## src/design/rdp_consts.svh

```systemverilog
`ifndef RDP_CONSTS_SVH
`define RDP_CONSTS_SVH

// ====================================================================
// sizes shared by the whole read pipeline
// ====================================================================

// global DRAM word address width
`define RDP_GADDR_BW 32

// data word width
`define RDP_DATA_BW 16

// words per output vector
`define RDP_VSIZE 4

// max words per chunk, also words per slot, multiple of vector size
`define RDP_CHUNK_WORDS 8

// buffer slots, also max chunks in flight
`define RDP_N_SLOTS 4

`endif
```

## src/design/rdp_data_pkg.sv

```systemverilog
`include "rdp_consts.svh"

package rdp_data_pkg;

	// ================================================================
	// data path types
	// ================================================================

	// DRAM word address
	typedef logic [`RDP_GADDR_BW - 1:0] gaddr_t;

	typedef logic [`RDP_DATA_BW - 1:0] data_t;

	// one output vector, word 0 in the low bits
	typedef data_t [`RDP_VSIZE - 1:0] vec_t;

	// word address in slot memory, slot index in the upper bits
	typedef logic [$clog2(`RDP_N_SLOTS * `RDP_CHUNK_WORDS) - 1:0] laddr_t;

endpackage

```

## src/design/rdp_ctrl_pkg.sv

```systemverilog
`include "rdp_consts.svh"

package rdp_ctrl_pkg;

	// ================================================================
	// state machines
	// ================================================================

	// address looper
	typedef enum logic {
		LOOP_IDLE,
		LOOP_ISSUE
	} loop_state_e;

	// chunk reader
	typedef enum logic {
		READ_IDLE,
		READ_VEC
	} read_state_e;

	// ================================================================
	// counters and indices
	// ================================================================

	// chunk length, 1 .. RDP_CHUNK_WORDS
	typedef logic [$clog2(`RDP_CHUNK_WORDS + 1) - 1:0] len_t;

	typedef logic [$clog2(`RDP_N_SLOTS) - 1:0] slot_t;

	// vector position inside a chunk
	typedef logic [$clog2(`RDP_CHUNK_WORDS / `RDP_VSIZE) - 1:0] vidx_t;

endpackage

```

## src/design/read_pipeline.sv

```systemverilog
module read_pipeline (
	input  logic                 i_clk,
	input  logic                 i_rst,
	// command
	input  logic                 i_cmd_rdy,
	output logic                 o_cmd_ack,
	input  rdp_data_pkg::gaddr_t i_cmd_addr,
	input  rdp_ctrl_pkg::len_t   i_cmd_len,
	// DRAM read address
	output logic                 o_dramra_rdy,
	input  logic                 i_dramra_ack,
	output rdp_data_pkg::gaddr_t o_dramra,
	// DRAM read data, in address order
	input  logic                 i_dramrd_rdy,
	output logic                 o_dramrd_ack,
	input  rdp_data_pkg::data_t  i_dramrd,
	// output vectors
	output logic                 o_sramrd_rdy,
	input  logic                 i_sramrd_ack,
	output rdp_data_pkg::vec_t   o_sramrd,
	output logic                 o_sramrd_last,
	input  rdp_data_pkg::data_t  i_pad_value
);
	import rdp_ctrl_pkg::*;
	import rdp_data_pkg::*;

	// looper to buffer
	logic  buf_full;
	logic  alloc;
	len_t  alloc_len;

	// buffer to reader
	logic  chunk_done;
	len_t  chunk_len;
	vidx_t rd_vidx;
	vec_t  rd_vec;
	logic  free;

	chunk_addr_looper u_looper (
		.i_clk        (i_clk),
		.i_rst        (i_rst),
		.i_cmd_rdy    (i_cmd_rdy),
		.o_cmd_ack    (o_cmd_ack),
		.i_cmd_addr   (i_cmd_addr),
		.i_cmd_len    (i_cmd_len),
		.i_buf_full   (buf_full),
		.o_alloc      (alloc),
		.o_alloc_len  (alloc_len),
		.o_dramra_rdy (o_dramra_rdy),
		.i_dramra_ack (i_dramra_ack),
		.o_dramra     (o_dramra)
	);

	chunk_buffer u_buffer (
		.i_clk        (i_clk),
		.i_rst        (i_rst),
		.i_alloc      (alloc),
		.i_alloc_len  (alloc_len),
		.o_full       (buf_full),
		.i_dramrd_rdy (i_dramrd_rdy),
		.o_dramrd_ack (o_dramrd_ack),
		.i_dramrd     (i_dramrd),
		.o_chunk_done (chunk_done),
		.o_chunk_len  (chunk_len),
		.i_rd_vidx    (rd_vidx),
		.o_rd_vec     (rd_vec),
		.i_free       (free)
	);

	chunk_reader u_reader (
		.i_clk         (i_clk),
		.i_rst         (i_rst),
		.i_chunk_done  (chunk_done),
		.i_chunk_len   (chunk_len),
		.o_rd_vidx     (rd_vidx),
		.i_rd_vec      (rd_vec),
		.i_pad_value   (i_pad_value),
		.o_free        (free),
		.o_sramrd_rdy  (o_sramrd_rdy),
		.i_sramrd_ack  (i_sramrd_ack),
		.o_sramrd      (o_sramrd),
		.o_sramrd_last (o_sramrd_last)
	);

endmodule

```

## src/design/chunk_reader.sv

```systemverilog
`include "rdp_consts.svh"

module chunk_reader (
	input  logic                i_clk,
	input  logic                i_rst,
	// chunk hand-off from the buffer
	input  logic                i_chunk_done,
	input  rdp_ctrl_pkg::len_t  i_chunk_len,
	output rdp_ctrl_pkg::vidx_t o_rd_vidx,
	input  rdp_data_pkg::vec_t  i_rd_vec,
	input  rdp_data_pkg::data_t i_pad_value,
	output logic                o_free,
	// SRAM read vector channel
	output logic                o_sramrd_rdy,
	input  logic                i_sramrd_ack,
	output rdp_data_pkg::vec_t  o_sramrd,
	output logic                o_sramrd_last
);
	import rdp_ctrl_pkg::*;

	localparam int VW_BW = $clog2(`RDP_VSIZE);

	read_state_e state;
	vidx_t       vidx;
	vidx_t       last_vidx;
	logic        vec_xfer;

	// ================================================================
	// vector stepping
	// ================================================================

	// index of the vector that holds word len-1
	assign last_vidx = vidx_t'((i_chunk_len - len_t'(1)) >> VW_BW);

	assign o_rd_vidx     = vidx;
	assign o_sramrd_rdy  = (state == READ_VEC);
	assign o_sramrd_last = (vidx == last_vidx);
	assign vec_xfer      = o_sramrd_rdy && i_sramrd_ack;

	// slot goes back with the final transfer
	assign o_free = vec_xfer && o_sramrd_last;

	always_ff @(posedge i_clk or negedge i_rst) begin
		if (!i_rst) begin
			state <= READ_IDLE;
			vidx  <= '0;
		end else begin
			case (state)
				READ_IDLE: begin
					if (i_chunk_done) begin
						state <= READ_VEC;
						vidx  <= '0;
					end
				end
				READ_VEC: begin
					if (vec_xfer) begin
						if (o_sramrd_last) begin
							state <= READ_IDLE;
						end else begin
							vidx <= vidx + vidx_t'(1);
						end
					end
				end
				default: begin
					state <= READ_IDLE;
				end
			endcase
		end
	end

	// ================================================================
	// tail padding
	// ================================================================

	always_comb begin
		for (int j = 0; j < `RDP_VSIZE; j++) begin
			if (len_t'(vidx) * len_t'(`RDP_VSIZE) + len_t'(j) >= i_chunk_len) begin
				o_sramrd[j] = i_pad_value;
			end else begin
				o_sramrd[j] = i_rd_vec[j];
			end
		end
	end

endmodule

```

## src/design/chunk_buffer.sv

```systemverilog
`include "rdp_consts.svh"

module chunk_buffer (
	input  logic                  i_clk,
	input  logic                  i_rst,
	// allocation from the looper
	input  logic                  i_alloc,
	input  rdp_ctrl_pkg::len_t    i_alloc_len,
	output logic                  o_full,
	// DRAM read data channel
	input  logic                  i_dramrd_rdy,
	output logic                  o_dramrd_ack,
	input  rdp_data_pkg::data_t   i_dramrd,
	// chunk hand-off to the reader
	output logic                  o_chunk_done,
	output rdp_ctrl_pkg::len_t    o_chunk_len,
	input  rdp_ctrl_pkg::vidx_t   i_rd_vidx,
	output rdp_data_pkg::vec_t    o_rd_vec,
	input  logic                  i_free
);
	import rdp_ctrl_pkg::*;
	import rdp_data_pkg::*;

	localparam int WIDX_BW   = $clog2(`RDP_CHUNK_WORDS);
	localparam int VW_BW     = $clog2(`RDP_VSIZE);
	localparam int CNT_BW    = $clog2(`RDP_N_SLOTS + 1);
	localparam int MEM_WORDS = `RDP_N_SLOTS * `RDP_CHUNK_WORDS;

	// slot ring pointers
	slot_t                   alloc_ptr;
	slot_t                   wr_slot;
	slot_t                   rd_slot;
	len_t                    wr_cnt;
	logic [CNT_BW - 1:0]     count;
	logic [CNT_BW - 1:0]     n_done;
	logic [`RDP_N_SLOTS-1:0] slot_done;
	len_t                    slot_len [`RDP_N_SLOTS];
	data_t                   mem [MEM_WORDS];
	laddr_t                  wr_laddr;
	logic                    wr_expect;
	logic                    wr_xfer;
	logic                    wr_last;

	// ================================================================
	// allocate / free semaphore
	// ================================================================

	assign o_full = (count == CNT_BW'(`RDP_N_SLOTS));

	always_ff @(posedge i_clk or negedge i_rst) begin
		if (!i_rst) begin
			count     <= '0;
			alloc_ptr <= '0;
			rd_slot   <= '0;
		end else begin
			case ({i_alloc, i_free})
				2'b10:   count <= count + CNT_BW'(1);
				2'b01:   count <= count - CNT_BW'(1);
				default: count <= count;
			endcase
			if (i_alloc) begin
				alloc_ptr <= alloc_ptr + slot_t'(1);
			end
			if (i_free) begin
				rd_slot <= rd_slot + slot_t'(1);
			end
		end
	end

	// ================================================================
	// DRAM write collector
	// ================================================================

	// allocated slots not yet filled still expect data
	always_comb begin
		n_done = '0;
		for (int i = 0; i < `RDP_N_SLOTS; i++) begin
			n_done = n_done + CNT_BW'(slot_done[i]);
		end
	end

	assign wr_expect    = (count > n_done);
	assign o_dramrd_ack = i_dramrd_rdy && wr_expect;
	assign wr_xfer      = o_dramrd_ack;
	assign wr_last      = (wr_cnt == slot_len[wr_slot] - len_t'(1));
	assign wr_laddr     = {wr_slot, wr_cnt[WIDX_BW - 1:0]};

	always_ff @(posedge i_clk or negedge i_rst) begin
		if (!i_rst) begin
			wr_slot   <= '0;
			wr_cnt    <= '0;
			slot_done <= '0;
		end else begin
			if (wr_xfer) begin
				if (wr_last) begin
					wr_cnt             <= '0;
					wr_slot            <= wr_slot + slot_t'(1);
					slot_done[wr_slot] <= 1'b1;
				end else begin
					wr_cnt <= wr_cnt + len_t'(1);
				end
			end
			// the freed slot is never the one being written
			if (i_free) begin
				slot_done[rd_slot] <= 1'b0;
			end
		end
	end

	// slot memory and per slot length
	always_ff @(posedge i_clk) begin
		if (i_alloc) begin
			slot_len[alloc_ptr] <= i_alloc_len;
		end
		if (wr_xfer) begin
			mem[wr_laddr] <= i_dramrd;
		end
	end

	// ================================================================
	// read side, oldest slot only
	// ================================================================

	assign o_chunk_done = slot_done[rd_slot];
	assign o_chunk_len  = slot_len[rd_slot];

	always_comb begin
		for (int j = 0; j < `RDP_VSIZE; j++) begin
			o_rd_vec[j] = mem[{rd_slot, i_rd_vidx, VW_BW'(j)}];
		end
	end

endmodule

```

## src/design/chunk_addr_looper.sv

```systemverilog
module chunk_addr_looper (
	input  logic                 i_clk,
	input  logic                 i_rst,
	// command channel
	input  logic                 i_cmd_rdy,
	output logic                 o_cmd_ack,
	input  rdp_data_pkg::gaddr_t i_cmd_addr,
	input  rdp_ctrl_pkg::len_t   i_cmd_len,
	// slot allocation towards the buffer
	input  logic                 i_buf_full,
	output logic                 o_alloc,
	output rdp_ctrl_pkg::len_t   o_alloc_len,
	// DRAM read address channel
	output logic                 o_dramra_rdy,
	input  logic                 i_dramra_ack,
	output rdp_data_pkg::gaddr_t o_dramra
);
	import rdp_ctrl_pkg::*;
	import rdp_data_pkg::*;

	loop_state_e state;
	loop_state_e state_nxt;
	len_t        remain;
	gaddr_t      addr;
	logic        addr_xfer;
	logic        last_addr;

	// ================================================================
	// handshakes
	// ================================================================

	// one command at a time, and only with a free slot
	assign o_cmd_ack = i_cmd_rdy && (state == LOOP_IDLE) && !i_buf_full;

	// slot is claimed in the same cycle as the command transfer
	assign o_alloc     = o_cmd_ack;
	assign o_alloc_len = i_cmd_len;

	assign o_dramra_rdy = (state == LOOP_ISSUE);
	assign o_dramra     = addr;

	assign addr_xfer = o_dramra_rdy && i_dramra_ack;
	assign last_addr = (remain == len_t'(1));

	// ================================================================
	// FSM
	// ================================================================

	always_comb begin
		state_nxt = state;
		case (state)
			LOOP_IDLE: begin
				if (o_cmd_ack) begin
					state_nxt = LOOP_ISSUE;
				end
			end
			LOOP_ISSUE: begin
				if (addr_xfer && last_addr) begin
					state_nxt = LOOP_IDLE;
				end
			end
			default: begin
				state_nxt = LOOP_IDLE;
			end
		endcase
	end

	always_ff @(posedge i_clk or negedge i_rst) begin
		if (!i_rst) begin
			state  <= LOOP_IDLE;
			remain <= '0;
		end else begin
			state <= state_nxt;
			if (o_cmd_ack) begin
				remain <= i_cmd_len;
			end else if (addr_xfer) begin
				remain <= remain - len_t'(1);
			end
		end
	end

	// address walks up one word per transfer
	always_ff @(posedge i_clk) begin
		if (o_cmd_ack) begin
			addr <= i_cmd_addr;
		end else if (addr_xfer) begin
			addr <= addr + gaddr_t'(1);
		end
	end

endmodule

```

## config.mk

```make
export PLATFORM = sky130hd
export DESIGN_NAME = read_pipeline
export DESIGN_NICKNAME = d
export VERILOG_FILES = /design/src/design/rdp_data_pkg.sv /design/src/design/rdp_ctrl_pkg.sv /design/src/design/read_pipeline.sv /design/src/design/chunk_reader.sv /design/src/design/chunk_buffer.sv /design/src/design/chunk_addr_looper.sv
export VERILOG_INCLUDE_DIRS = /design/src /design/src/design
export SDC_FILE = /design/constraint.sdc
export NUM_CORES = 1
export LEC_CHECK = 0
export CORE_UTILIZATION = 29
export CTS_CLUSTER_DIAMETER = 40
export DETAILED_ROUTE_END_ITERATION = 10
export DONT_BUFFER_PORTS = 1
export PLACE_DENSITY = 0.39
export SLEW_MARGIN = 10
export SYNTH_ARGS = -nofsm -noshare
export SYNTH_HDL_FRONTEND = slang
export SYNTH_SLANG_ARGS = --single-unit
```

## constraint.sdc

```tcl
create_clock -name i_clk -period 10.1 [get_ports i_clk]
set_clock_uncertainty 0.15 [all_clocks]
set_input_delay 1.515 -clock i_clk [delete_from_list [all_inputs] [get_ports i_clk]]
set_output_delay 1.515 -clock i_clk [all_outputs]
set_load 0.01 [all_outputs]
```

==> impl_results.md, run 1 <==
- Run status: completed
- Element type at the critical path start: flip-flop
- Post-DP HPWL: 42900 microns
- Adder-cell share of the synthesized area: 0.0162
- Detailed-route wire length: 70800 microns
- Commonest cells after routing, fill and taps aside: 560 x sky130_fd_sc_hd__edfxtp_1, 155 x sky130_fd_sc_hd__nand2_1, 134 x sky130_fd_sc_hd__mux4_2, 102 x sky130_fd_sc_hd__clkbuf_16, 68 x sky130_fd_sc_hd__o21ai_0
- Period Utilization, post-route: 0.634
- Mean post-synth cell area: 17.8 sq um
- Cell area after synthesis: 24100 sq um
- Internal power: 6.05 mW
- Count of input and output buffers: 0
- Largest delay share family, worst path: compound AO/OA/AOI/OAI gates
- Quantity of gates resized following cts: 0
- Worst Setup End Kind: output pin
- Synthesized-area fraction occupied by ao, oa, aoi and oai cells: 0.0302
- Average vias per placed instance: 4.91
- Total number of yosys warnings: 0
- Via total after detailed routing: 12800
- Nets in the synthesized netlist: 1457
- H-tree lvl count: 3
- Combinational share of power: 0.255
- Buffers plus inverters on the worst setup path: 1
- Setup violators final: 0
- Number of different library cells in the post-synthesis netlist: 55
- CP max FO: 48
- CTS tree: done
- Req. time, crit path: 8.44 ns
- Die outline width: 290 microns
- Total power draw: 8.99 mW
- Number of buffers added by the clock tree synthesis step: 102
- Max Root-Sink Buffers: 3
- Final non-filler cell total: 2610
- Area fraction of the dominant cell type after synthesis: 0.698
- P per Cell Area: 308 nW/um^2
- Average detailed-routed wire length per instance: 27.1 microns
- Clock input transition at the sequential cells of the worst setup and hold paths: 0.05 ns
- Max Fclk: 156 MHz
- Clock group share of total power: 0.391
- Initial DRC Count: 1075
- Die ar.: 84200 sq um
- Synth Area in Simple Gates: 0.0545
- DR DRC count: 0
- GRT Total Usage: 0.169
- Fraction of the yosys area taken by sequential cells: 0.723
- Measured slew at the worst slew-check pin: 1.01 ns
- Worst slew margin: 0.318
- Hold-fix buffers at CTS: 0
- Fin nets: 1540
- Number of instances in the synthesized netlist: 1353
- Net switching share of the total power: 0.327
- Total core area: 82100 sq um
- Xor and xnor fraction of the mapped netlist area: 0.0167
- Worst-path cell chain: buf_4 > mux4_2 > ha_1 > nand3_1 > a21o_1 > nor2_1 > a31oi_1
- Share of cells above drive strength 1: 0.251
- Maximum Capacitance Violations: 0
- Number of clock sinks: 584
- Hold crit path type: reg -> reg
- Final GP Congestion: 0.739
- Type of the worst setup path: reg -> out
- Critical path data arrival time: 4.74 ns
- Unrepaired setup endpoints after global routing: no
- Static Leakage: 9.50 nW
- Power spent charging and discharging nets: 2.94 mW
- Top cells by area in the synthesized netlist: sky130_fd_sc_hd__edfxtp_1 70%, sky130_fd_sc_hd__mux4_2 13%, sky130_fd_sc_hd__dfrtp_1 2.5%, sky130_fd_sc_hd__nand2_1 2.4%, sky130_fd_sc_hd__ha_1 1.5%
- Via count of the first global-routing pass: 13400
- Area delta synth->final: 21.2%
- Setup Fix Bufs, Post-CTS: 0
- Portion of total power attributed to sequential cells: 0.354
- Row Count: 105
- Async S/R FF share, synth: 0.0411
- Top_reg_cell synth: sky130_fd_sc_hd__edfxtp_1
- Post-synthesis sequential element count: 584
- Leading cell type in the layout, fill and taps excluded: sky130_fd_sc_hd__edfxtp_1
- Slowest cell on crit path: sky130_fd_sc_hd__dfrtp_4
- Max Slew Vio Count: 0
- Antenna-violating nets left: 0
- Pin count of the biggest net entering global routing: 70
- Num ports: 175
- Number of synthesized flops with an enable pin: 560
- Starting Density: 0.293
- Largest area contributor in the netlist: sky130_fd_sc_hd__edfxtp_1
- Clock Tree Root: sky130_fd_sc_hd__clkbuf_16
- Chip Height: 290 microns
- Final Critical Period: 6.41 ns
- GRT overflow: 0
- Final TNS setup: 0 ns
- Wire length of the first global-routing pass: 100000 microns
- Fin. Hold Viols: 0
- Delay of the slowest critical-path stage: 0.95 ns
- Maximum VDD drop: 0.000169 V
- Cell count after placement: 2402
- Iteration count of the initial detailed-routing pass: 5
- Dominant combinational cell family by area after synthesis: multiplexers
- Antenna violations before repair: 13
- Clock Latency Late Sink: 0.66 ns
- Multiplexer share of the synthesized area: 0.143
## cell type report
| cell class | instances | area (sq um) |
|---|---|---|
| Fill cell | 7686 | 52900 |
| Multi-Input combinational cell | 672 | 6360 |
| Sequential cell | 584 | 17400 |
| Tap cell | 1070 | 1340 |
| Inverter | 32 | 121 |
| Timing Repair Buffer | 44 | 330 |
| Clock inverter | 72 | 918 |
| Antenna cell | 19 | 47.5 |
| Clock buffer | 117 | 2660 |
## synth_stat cells (2+ instances only)
cell                       number
sky130_fd_sc_hd__nand3_1       20
sky130_fd_sc_hd__mux2i_1       32
sky130_fd_sc_hd__ha_1          28
sky130_fd_sc_hd__nor4_1         2
sky130_fd_sc_hd__buf_2         18
sky130_fd_sc_hd__nand2_1      155
sky130_fd_sc_hd__and3_1         7
sky130_fd_sc_hd__xor2_1        27
sky130_fd_sc_hd__nand4_1        8
sky130_fd_sc_hd__mux4_1         3
sky130_fd_sc_hd__xnor2_1       19
sky130_fd_sc_hd__a41oi_1        2
sky130_fd_sc_hd__buf_1         13
sky130_fd_sc_hd__nor3_1         2
sky130_fd_sc_hd__or3_1          2
sky130_fd_sc_hd__clkbuf_1      33
sky130_fd_sc_hd__fa_1           2
sky130_fd_sc_hd__and2_1         5
sky130_fd_sc_hd__o21ai_0       68
sky130_fd_sc_hd__a221oi_1       2
sky130_fd_sc_hd__o211ai_1       2
sky130_fd_sc_hd__nand2b_1       5
sky130_fd_sc_hd__nor4_2         2
sky130_fd_sc_hd__inv_1         31
sky130_fd_sc_hd__nor2_1        80
sky130_fd_sc_hd__dfrtp_1       24
sky130_fd_sc_hd__edfxtp_1     560
sky130_fd_sc_hd__mux4_2       134
sky130_fd_sc_hd__a21oi_1        7
sky130_fd_sc_hd__a31oi_1       35
## power by group through the flow
stage | Clock (mW) | Sequential [mW] | Combinational (mW)
3_5_place_dp | 0 | 3.24 | 2.33
4_1_cts | 3.59 | 3.19 | 2.34
6_report | 3.52 | 3.18 | 2.30
3_3_place_gp | 0 | 3.24 | 2.32
5_1_grt | 3.70 | 3.21 | 2.49
2_1_floorplan | 0 | 3.09 | 1.74
## per-stage QoR
| stage | area, sq um | util | hold slack [ns] | setup WS (ns) |
|---|---|---|---|---|
| after floorplan | 24100 | - | 0.296 | 5.94 |
| after global placement | 25600 | 0.311 | 0.320 | 4.36 |
| after detailed placement | 25600 | 0.311 | 0.313 | 4.32 |
| after CTS | 29200 | 0.355 | 0.324 | 3.64 |
| after global routing | 29200 | 0.355 | 0.360 | 3.34 |
| final | 29200 | 0.356 | 0.322 | 3.69 |
## worst paths after layout
| path | to | slack, ns | cells after the start | start |
|---|---|---|---|---|
| setup / recovery | o_sramrd[51] | 3.69 | 7 | u_buffer.rd_slot[0] |
| hold / removal | u_buffer.count[0] | 0.32 | 1 | u_buffer.count[0] |
| setup reg to reg | u_buffer.count[2] | 5.66 | 11 | u_buffer.rd_slot[0] |
| hold reg to reg | u_buffer.count[0] | 0.32 | 1 | u_buffer.count[0] |
| max in group asynchronous | u_buffer.wr_cnt[2] | 9.25 | 0 | i_rst |
| min in group asynchronous | u_buffer.slot_done[1] | 0.41 | 0 | i_rst |
## state kept, by name, indices dropped and copies added (netlist names)
register               flops
u_buffer.alloc_ptr         2
u_buffer.wr_slot           2
u_reader.o_sramrd_rdy      1
u_looper.o_dramra         32
u_buffer.slot_done         4
u_buffer.rd_slot           2
u_buffer.mem             512
u_looper.remain            4
u_buffer.count             3
u_reader.o_rd_vidx         1
u_buffer.slot_len         16
u_buffer.wr_cnt            4
u_looper.o_dramra_rdy      1
## routing by layer
metal	vias to the layer above	global-route usage	wire length, microns
met1	6768	0.215	30200
met4	12	0.0558	1310
met2	397	0.270	34000
li1	5546	-	-
met5	-	0	63
met3	99	0.0558	5140
## cells by family after synthesis
group / after synthesis
fa+ha+maj: 30
xor+xnor: 46
compound gates: 127
buf+inv: 97
mux: 171
simple gates: 298
flops: 584
Note: power is estimated with default switching activity, not from simulation.
==> run 2: changes to the inputs <==
clock period = 6 ns   (was 10.1 ns; I/O delays follow)
==> impl_results.md, run 2 (synthesis gave the netlist of run 1 again) <==
- DR DRC count: 0 (unchanged)
- Max Root-Sink Buffers: 3 (unchanged)
- Antenna violations before repair: 4 (-9)
- Number of buffers added by the clock tree synthesis step: 102 (unchanged)
- Final Cell Area: 29000 sq um (-0.72%)
- Number of clock sinks: 584 (unchanged)
- Fin nets: 1520 (-1.3%)
- Final TNS setup: 0 ns (unchanged)
- Static Leakage: 9.37 nW (-1.4%)
- Post-DP HPWL: 43700 microns (+1.8%)
- Count of input and output buffers: 0 (unchanged)
- Run status: completed
- Clock input transition at the sequential cells of the worst setup and hold paths: 0.06 ns (about the same)
- Placed Area: 25400 sq um (-0.60%)
- Element type at the critical path start: flip-flop
- Total core area: 82100 sq um (unchanged)
- Worst Setup End Kind: output pin
- Number of flip-flops in the largest register: 512 (unchanged)
- Via count of the first global-routing pass: 13200 (-1.6%)
- CTS tree: done
- Type of the worst setup path: reg -> out
- Worst slew margin: 0.234 (-0.0836)
- Req. time, crit path: 4.95 ns (-3.49 ns)
- Unrepaired setup endpoints after global routing: no
- Worst slack at placement: 1.42 ns (-2.89 ns)
- Final Worst Setup Slack: 1.10 ns (-2.59 ns)
- Power spent charging and discharging nets: 5.12 mW (+74%)
- Pin count of the biggest net entering global routing: 65 (-7.1%)
- Initial DRC Count: 1031 (-4.1%)
- Clock group share of total power: 0.386 (-0.005)
- Average detailed-routed wire length per instance: 27.4 microns (+0.94%)
- GRT Total Usage: 0.169 (+0.000319)
- GRT overflow: 0 (unchanged)
- Via total after detailed routing: 12700 (-1.1%)
- Post-layout utilization of the core: 0.353 (-0.00255)
- Wire length of the first global-routing pass: 101000 microns (+0.77%)
- Net switching share of the total power: 0.338 (+0.0102)
- H-tree lvl count: 3 (unchanged)
- Max Slew Vio Count: 0 (unchanged)
- Iteration count of the initial detailed-routing pass: 5 (unchanged)
- Fin. Hold Viols: 0 (unchanged)
- Average vias per placed instance: 4.92 (about the same)
- Largest Register: u_buffer.mem
- Final Critical Period: 4.90 ns
- Detailed-route wire length: 70600 microns (-0.26%)
- Chip Height: 290 microns (unchanged)
- Final GP Congestion: 0.740 (+0.14%)
- Critical path data arrival time: 3.85 ns (-0.89 ns)
- Die ar.: 84200 sq um (unchanged)
- CP max FO: 36 (-25%)
- Antenna-violating nets left: 0 (unchanged)
- Maximum VDD drop: 0.000270 V (+60%)
- Area delta synth->final: 20.4%
- Cell count after placement: 2380 (-0.92%)
- Measured slew at the worst slew-check pin: 1.14 ns (+0.124 ns)
- Quantity of gates resized following cts: 0 (unchanged)
- Clock Latency Late Sink: 0.65 ns (about the same)
- Period Utilization, post-route: 0.816
- Portion of total power attributed to sequential cells: 0.350 (-0.004)
- Share of cells above drive strength 1: 0.246 (-0.00514)
- Starting Density: 0.293 (unchanged)
- Max Fclk: 204 MHz
- Num ports: 175 (unchanged)
- Setup Fix Bufs, Post-CTS: 0 (unchanged)
- Leading cell type in the layout, fill and taps excluded: sky130_fd_sc_hd__edfxtp_1
- Internal power: 10.0 mW (+66%)
- Commonest cells after routing, fill and taps aside: 560 x sky130_fd_sc_hd__edfxtp_1, 155 x sky130_fd_sc_hd__nand2_1, 134 x sky130_fd_sc_hd__mux4_2, 102 x sky130_fd_sc_hd__clkbuf_16, 68 x sky130_fd_sc_hd__o21ai_0
- Tightest hold margin: 0.191 ns (-0.131 ns)
- P per Cell Area: 523 nW/um^2 (+70%)
- Row Count: 105 (unchanged)
- Clock Tree Root: sky130_fd_sc_hd__clkbuf_16
- Maximum Capacitance Violations: 0 (unchanged)
- Setup violators final: 0 (unchanged)
- Die outline width: 290 microns (unchanged)
- Final non-filler cell total: 2579 (-1.2%)
- Hold crit path type: in -> reg
- Combinational share of power: 0.263 (+0.008)
- Hold-fix buffers at CTS: 2 (+2)
- Total power draw: 15.2 mW (+69%)
run 2: cell types whose count changed in the layout (fill, tap and decap cells not counted), sizes merged:
cell | before | now
clkinv | 46 | 39
clkbuf | 117 | 110
clkinvlp | 8 | 12
bufinv | 15 | 12
buf | 44 | 23
dlygate4sd3 | 0 | 1
inv | 35 | 51
diode | 19 | 5
run 2: worst paths after layout:
| check | cells after the start | slack [ns] | from | to |
|---|---|---|---|---|
| min in group asynchronous | 2 | 0.55 | i_rst | u_buffer.alloc_ptr[1] |
| max reg2reg | 12 | 1.50 | u_buffer.slot_done[0] | u_buffer.mem[0][5] |
| min | 0 | 0.19 | i_dramrd[6] | u_buffer.mem[13][6] |
| min reg2reg | 1 | 0.32 | u_buffer.count[0] | u_buffer.count[0] |
| max | 6 | 1.10 | u_buffer.rd_slot[0] | o_sramrd[46] |
| max in group asynchronous | 2 | 4.95 | i_rst | u_reader.o_rd_vidx |
run 2: layout make-up:
class                           count  area (sq um)
Sequential cell                   584         17400
Inverter                           32           121
Antenna cell                        5          12.5
Timing Repair Buffer               24           208
Fill cell                        7688         53100
Clock buffer                      110          2580
Multi-Input combinational cell    672          6360
Tap cell                         1070          1340
Clock inverter                     82           943
run 2: power groups by stage:
stage / Clock (mW) / Sequential [mW] / Combinational (mW)
detailed placement: 0 / 5.41 / 4.03
finish: 5.86 / 5.31 / 3.99
floorplan: 0 / 5.20 / 2.93
global route: 6.16 / 5.37 / 4.33
CTS: 5.98 / 5.33 / 4.05
global placement: 0 / 5.41 / 4.02
run 2: per-layer routing:
metal  vias up  GRT usage  part of all wire
li1       5498          -                 -
met1      6690      0.235              0.46
met2       403      0.262              0.46
met3        85     0.0464             0.062
met4         0     0.0394             0.017
met5         -          0                 0
run 2: critical path, stage by stage (launching register included):
cell and delay [ns]:
sky130_fd_sc_hd__dfrtp_4 0.81, sky130_fd_sc_hd__mux4_2 0.65, sky130_fd_sc_hd__ha_1 0.34, sky130_fd_sc_hd__a21boi_0 0.18, sky130_fd_sc_hd__o21bai_4 0.65, sky130_fd_sc_hd__nor2_1 0.07
sky130_fd_sc_hd__a31oi_1 0.47
==> run 3: changes to the inputs <==
ABC_AREA = 1   (was default)
clock period = 4.6 ns   (was 6 ns; I/O delays follow)
==> impl_results.md, run 3 <==
- Row Count: 107 (+1.9%)
- Initial DRC Count: 1335 (+29%)
- H-tree lvl count: 3 (unchanged)
- Starting Density: 0.294 (+0.000335)
- DR DRC count: 0 (unchanged)
- Commonest cells after routing, fill and taps aside: 560 x sky130_fd_sc_hd__edfxtp_1, 381 x sky130_fd_sc_hd__nand2_1, 300 x sky130_fd_sc_hd__nor2_1, 287 x sky130_fd_sc_hd__o21ai_0, 128 x sky130_fd_sc_hd__o22ai_1
- Total core area: 85500 sq um (+4.2%)
- Clock Tree Root: sky130_fd_sc_hd__clkbuf_16
- Worst slew margin: 0.431 (+0.197)
- Final TNS setup: 0 ns (unchanged)
- Setup violators final: 0 (unchanged)
- Post-layout utilization of the core: 0.359 (+0.00553)
- Number of buffers added by the clock tree synthesis step: 102 (unchanged)
- GRT overflow: 0 (unchanged)
- Area delta synth->final: 22.1%
- CTS tree: done
- Tightest hold margin: 0.0785 ns (-0.113 ns)
- Die ar.: 87800 sq um (+4.3%)
- Hold crit path type: in -> reg
- Largest Register: u_buffer.mem
- Cell with the most instances after synthesis: sky130_fd_sc_hd__edfxtp_1
- Unrepaired setup endpoints after global routing: no
- Num ports: 175 (unchanged)
- Clock Latency Late Sink: 0.65 ns (about the same)
- Post-DP HPWL: 53100 microns (+22%)
- Number of clock sinks: 584 (unchanged)
- Detailed-route wire length: 84000 microns (+19%)
- Async S/R FF share, synth: 0.0411 (unchanged)
- Length of routed met3 wiring: 5030 microns (+14%)
- Die outline width: 296 microns (+2.1%)
- Element type at the critical path start: flip-flop
- Wire length of the first global-routing pass: 120000 microns (+19%)
- Share of cells above drive strength 1: 0.136 (-0.110)
- Met1 layer wirelength in the final routing: 36000 microns (+12%)
- Max Root-Sink Buffers: 3 (unchanged)
- Via total after detailed routing: 17200 (+36%)
- Most frequent cells after synthesis: 560 x sky130_fd_sc_hd__edfxtp_1, 381 x sky130_fd_sc_hd__nand2_1, 323 x sky130_fd_sc_hd__nor2_1
- Leading cell type in the layout, fill and taps excluded: sky130_fd_sc_hd__edfxtp_1
- Worst Setup End Kind: output pin
- Cell area after synthesis: 25100 sq um (+4.3%)
- Pin count of the biggest net entering global routing: 162 (+150%)
- Antenna-violating nets left: 0 (unchanged)
- Post-synthesis sequential element count: 584 (unchanged)
- Critical path data arrival time: 3.42 ns (-0.43 ns)
- Maximum VDD drop: 0.000442 V (+64%)
- Type of the worst setup path: reg -> out
- Number of different library cells in the post-synthesis netlist: 42 (-24%)
- Period Utilization, post-route: 0.925
- Routed length on met2: 40200 microns (+23%)
- Iteration count of the initial detailed-routing pass: 5 (unchanged)
- CP max FO: 40 (+11%)
- Setup Fix Bufs, Post-CTS: 0 (unchanged)
- Reg2reg path depth: 15 (+3)
- Average vias per placed instance: 4.88 (-0.77%)
- Static Leakage: 10.9 nW (+16%)
- Run status: completed
- Number of instances in the synthesized netlist: 2204 (+63%)
- Maximum Capacitance Violations: 0 (unchanged)
- Total number of yosys warnings: 0 (unchanged)
- Req. time, crit path: 3.76 ns (-1.19 ns)
- Top Metal Used: met5
- Count of input and output buffers: 0 (unchanged)
- Measured slew at the worst slew-check pin: 0.851 ns (-0.288 ns)
- Via count of the first global-routing pass: 17700 (+34%)
- Mean post-synth cell area: 11.4 sq um (-36%)
- Largest area contributor in the netlist: sky130_fd_sc_hd__edfxtp_1
- Number of synthesized flops with an enable pin: 560 (unchanged)
- Top cells by area in the synthesized netlist: sky130_fd_sc_hd__edfxtp_1 67%, sky130_fd_sc_hd__o21ai_0 5.7%, sky130_fd_sc_hd__nand2_1 5.7%, sky130_fd_sc_hd__nor2_1 4.8%, sky130_fd_sc_hd__o22ai_1 3.2%
- Placed Area: 26800 sq um (+5.4%)
- Antenna violations before repair: 7 (+3)
- Fin. Hold Viols: 0 (unchanged)
- Number of flip-flops in the largest register: 512 (unchanged)
- P per Cell Area: 731 nW/um^2 (+40%)
- Fraction of the yosys area taken by sequential cells: 0.693 (-0.0299)
- Chip Height: 296 microns (+2.1%)
- Clock input transition at the sequential cells of the worst setup and hold paths: 0.05 ns (about the same)
- Final Critical Period: 4.26 ns
- Top_reg_cell synth: sky130_fd_sc_hd__edfxtp_1
- Max Slew Vio Count: 0 (unchanged)
- Max Fclk: 235 MHz
- Nets in the synthesized netlist: 2308 (+58%)
- Average detailed-routed wire length per instance: 23.8 microns (-13%)
- Final Cell Area: 30700 sq um (+5.8%)
- GRT Total Usage: 0.192 (+0.0225)
- Min-Delay Path Depth: 2 (+2)
- Fin nets: 2398 (+58%)
- Area fraction of the dominant cell type after synthesis: 0.669 (-0.0288)
- Final GP Congestion: 0.798 (+7.8%)
run 3: path summary, 6_finish.rpt:
path | from | to | slack, ns
max in group asynchronous | i_rst | u_reader.o_rd_vidx | 3.78
min in group asynchronous | i_rst | u_looper.remain[2] | 0.33
worst min-delay path | i_cmd_addr[22] | u_looper.o_dramra[22] | 0.08
worst min register to register | u_buffer.count[0] | u_buffer.count[0] | 0.32
worst max-delay path | u_buffer.rd_slot[0] | o_sramrd[47] | 0.34
worst max register to register | u_buffer.slot_done[0] | u_buffer.mem[28][7] | 0.68
run 3: critical path, cell delays in order, from the launching register on:
cell and delay, ns:
sky130_fd_sc_hd__dfrtp_4 0.61, sky130_fd_sc_hd__inv_4 0.25, sky130_fd_sc_hd__nand2_1 0.12, sky130_fd_sc_hd__nand3_1 0.07, sky130_fd_sc_hd__nand2_1 0.14, sky130_fd_sc_hd__inv_1 0.07
sky130_fd_sc_hd__ha_1 0.29, sky130_fd_sc_hd__inv_1 0.08, sky130_fd_sc_hd__o31ai_4 0.25, sky130_fd_sc_hd__buf_6 0.31, sky130_fd_sc_hd__nand2_1 0.09, sky130_fd_sc_hd__o21ai_1 0.26
sky130_fd_sc_hd__buf_4 0.20
run 3: logic make-up after synthesis:
group | share of synthesized area
AO/OA/AOI/OAI | 0.115
XOR/XNOR | 0.00941
adder cells (fa/ha/maj) | 0.0155
buffers and inverters | 0.0392
flip-flops | 0.693
AND/OR/NAND/NOR | 0.128
run 3: power breakdown:
part,internal [mW],switching [mW]
Sequential,6.42,0.556
Clock,4.61,2.83
Combinational,2.50,5.50
Total,13.5,8.88
run 3: through the flow:
stage	setup slack, ns	power [mW]	cells
detailed placement	0.688	15.0	3311
finish	0.343	22.4	3534
global placement	0.691	15.0	3311
global route	0.0639	23.7	3530
floorplan	1.06	12.0	2204
CTS	0.181	22.7	3526
run 3: final cells by class:
| class | count | area (sq um) |
|---|---|---|
| Fill cell | 8502 | 54900 |
| Sequential cell | 584 | 17400 |
| Multi-Input combinational cell | 1385 | 6780 |
| Clock buffer | 109 | 2620 |
| Tap cell | 1144 | 1430 |
| Timing Repair Buffer | 110 | 1150 |
| Clock inverter | 83 | 812 |
| Inverter | 111 | 432 |
| Antenna cell | 8 | 20.0 |
run 3: timing repair:
| action | 4_1_cts | 5_1_grt |
|---|---|---|
| endpoints found under the setup margin | 0 | 3 |
| gates resized for setup | 0 | 4 |
| hold endpoints to repair | 546 | 0 |
| hold buffers | 23 | 0 |
run 3: routing by layer:
layer	vias up	global-route usage
li1	8064	-
met1	8546	0.245
met2	489	0.316
met3	132	0.0410
met4	6	0.0749
met5	-	0
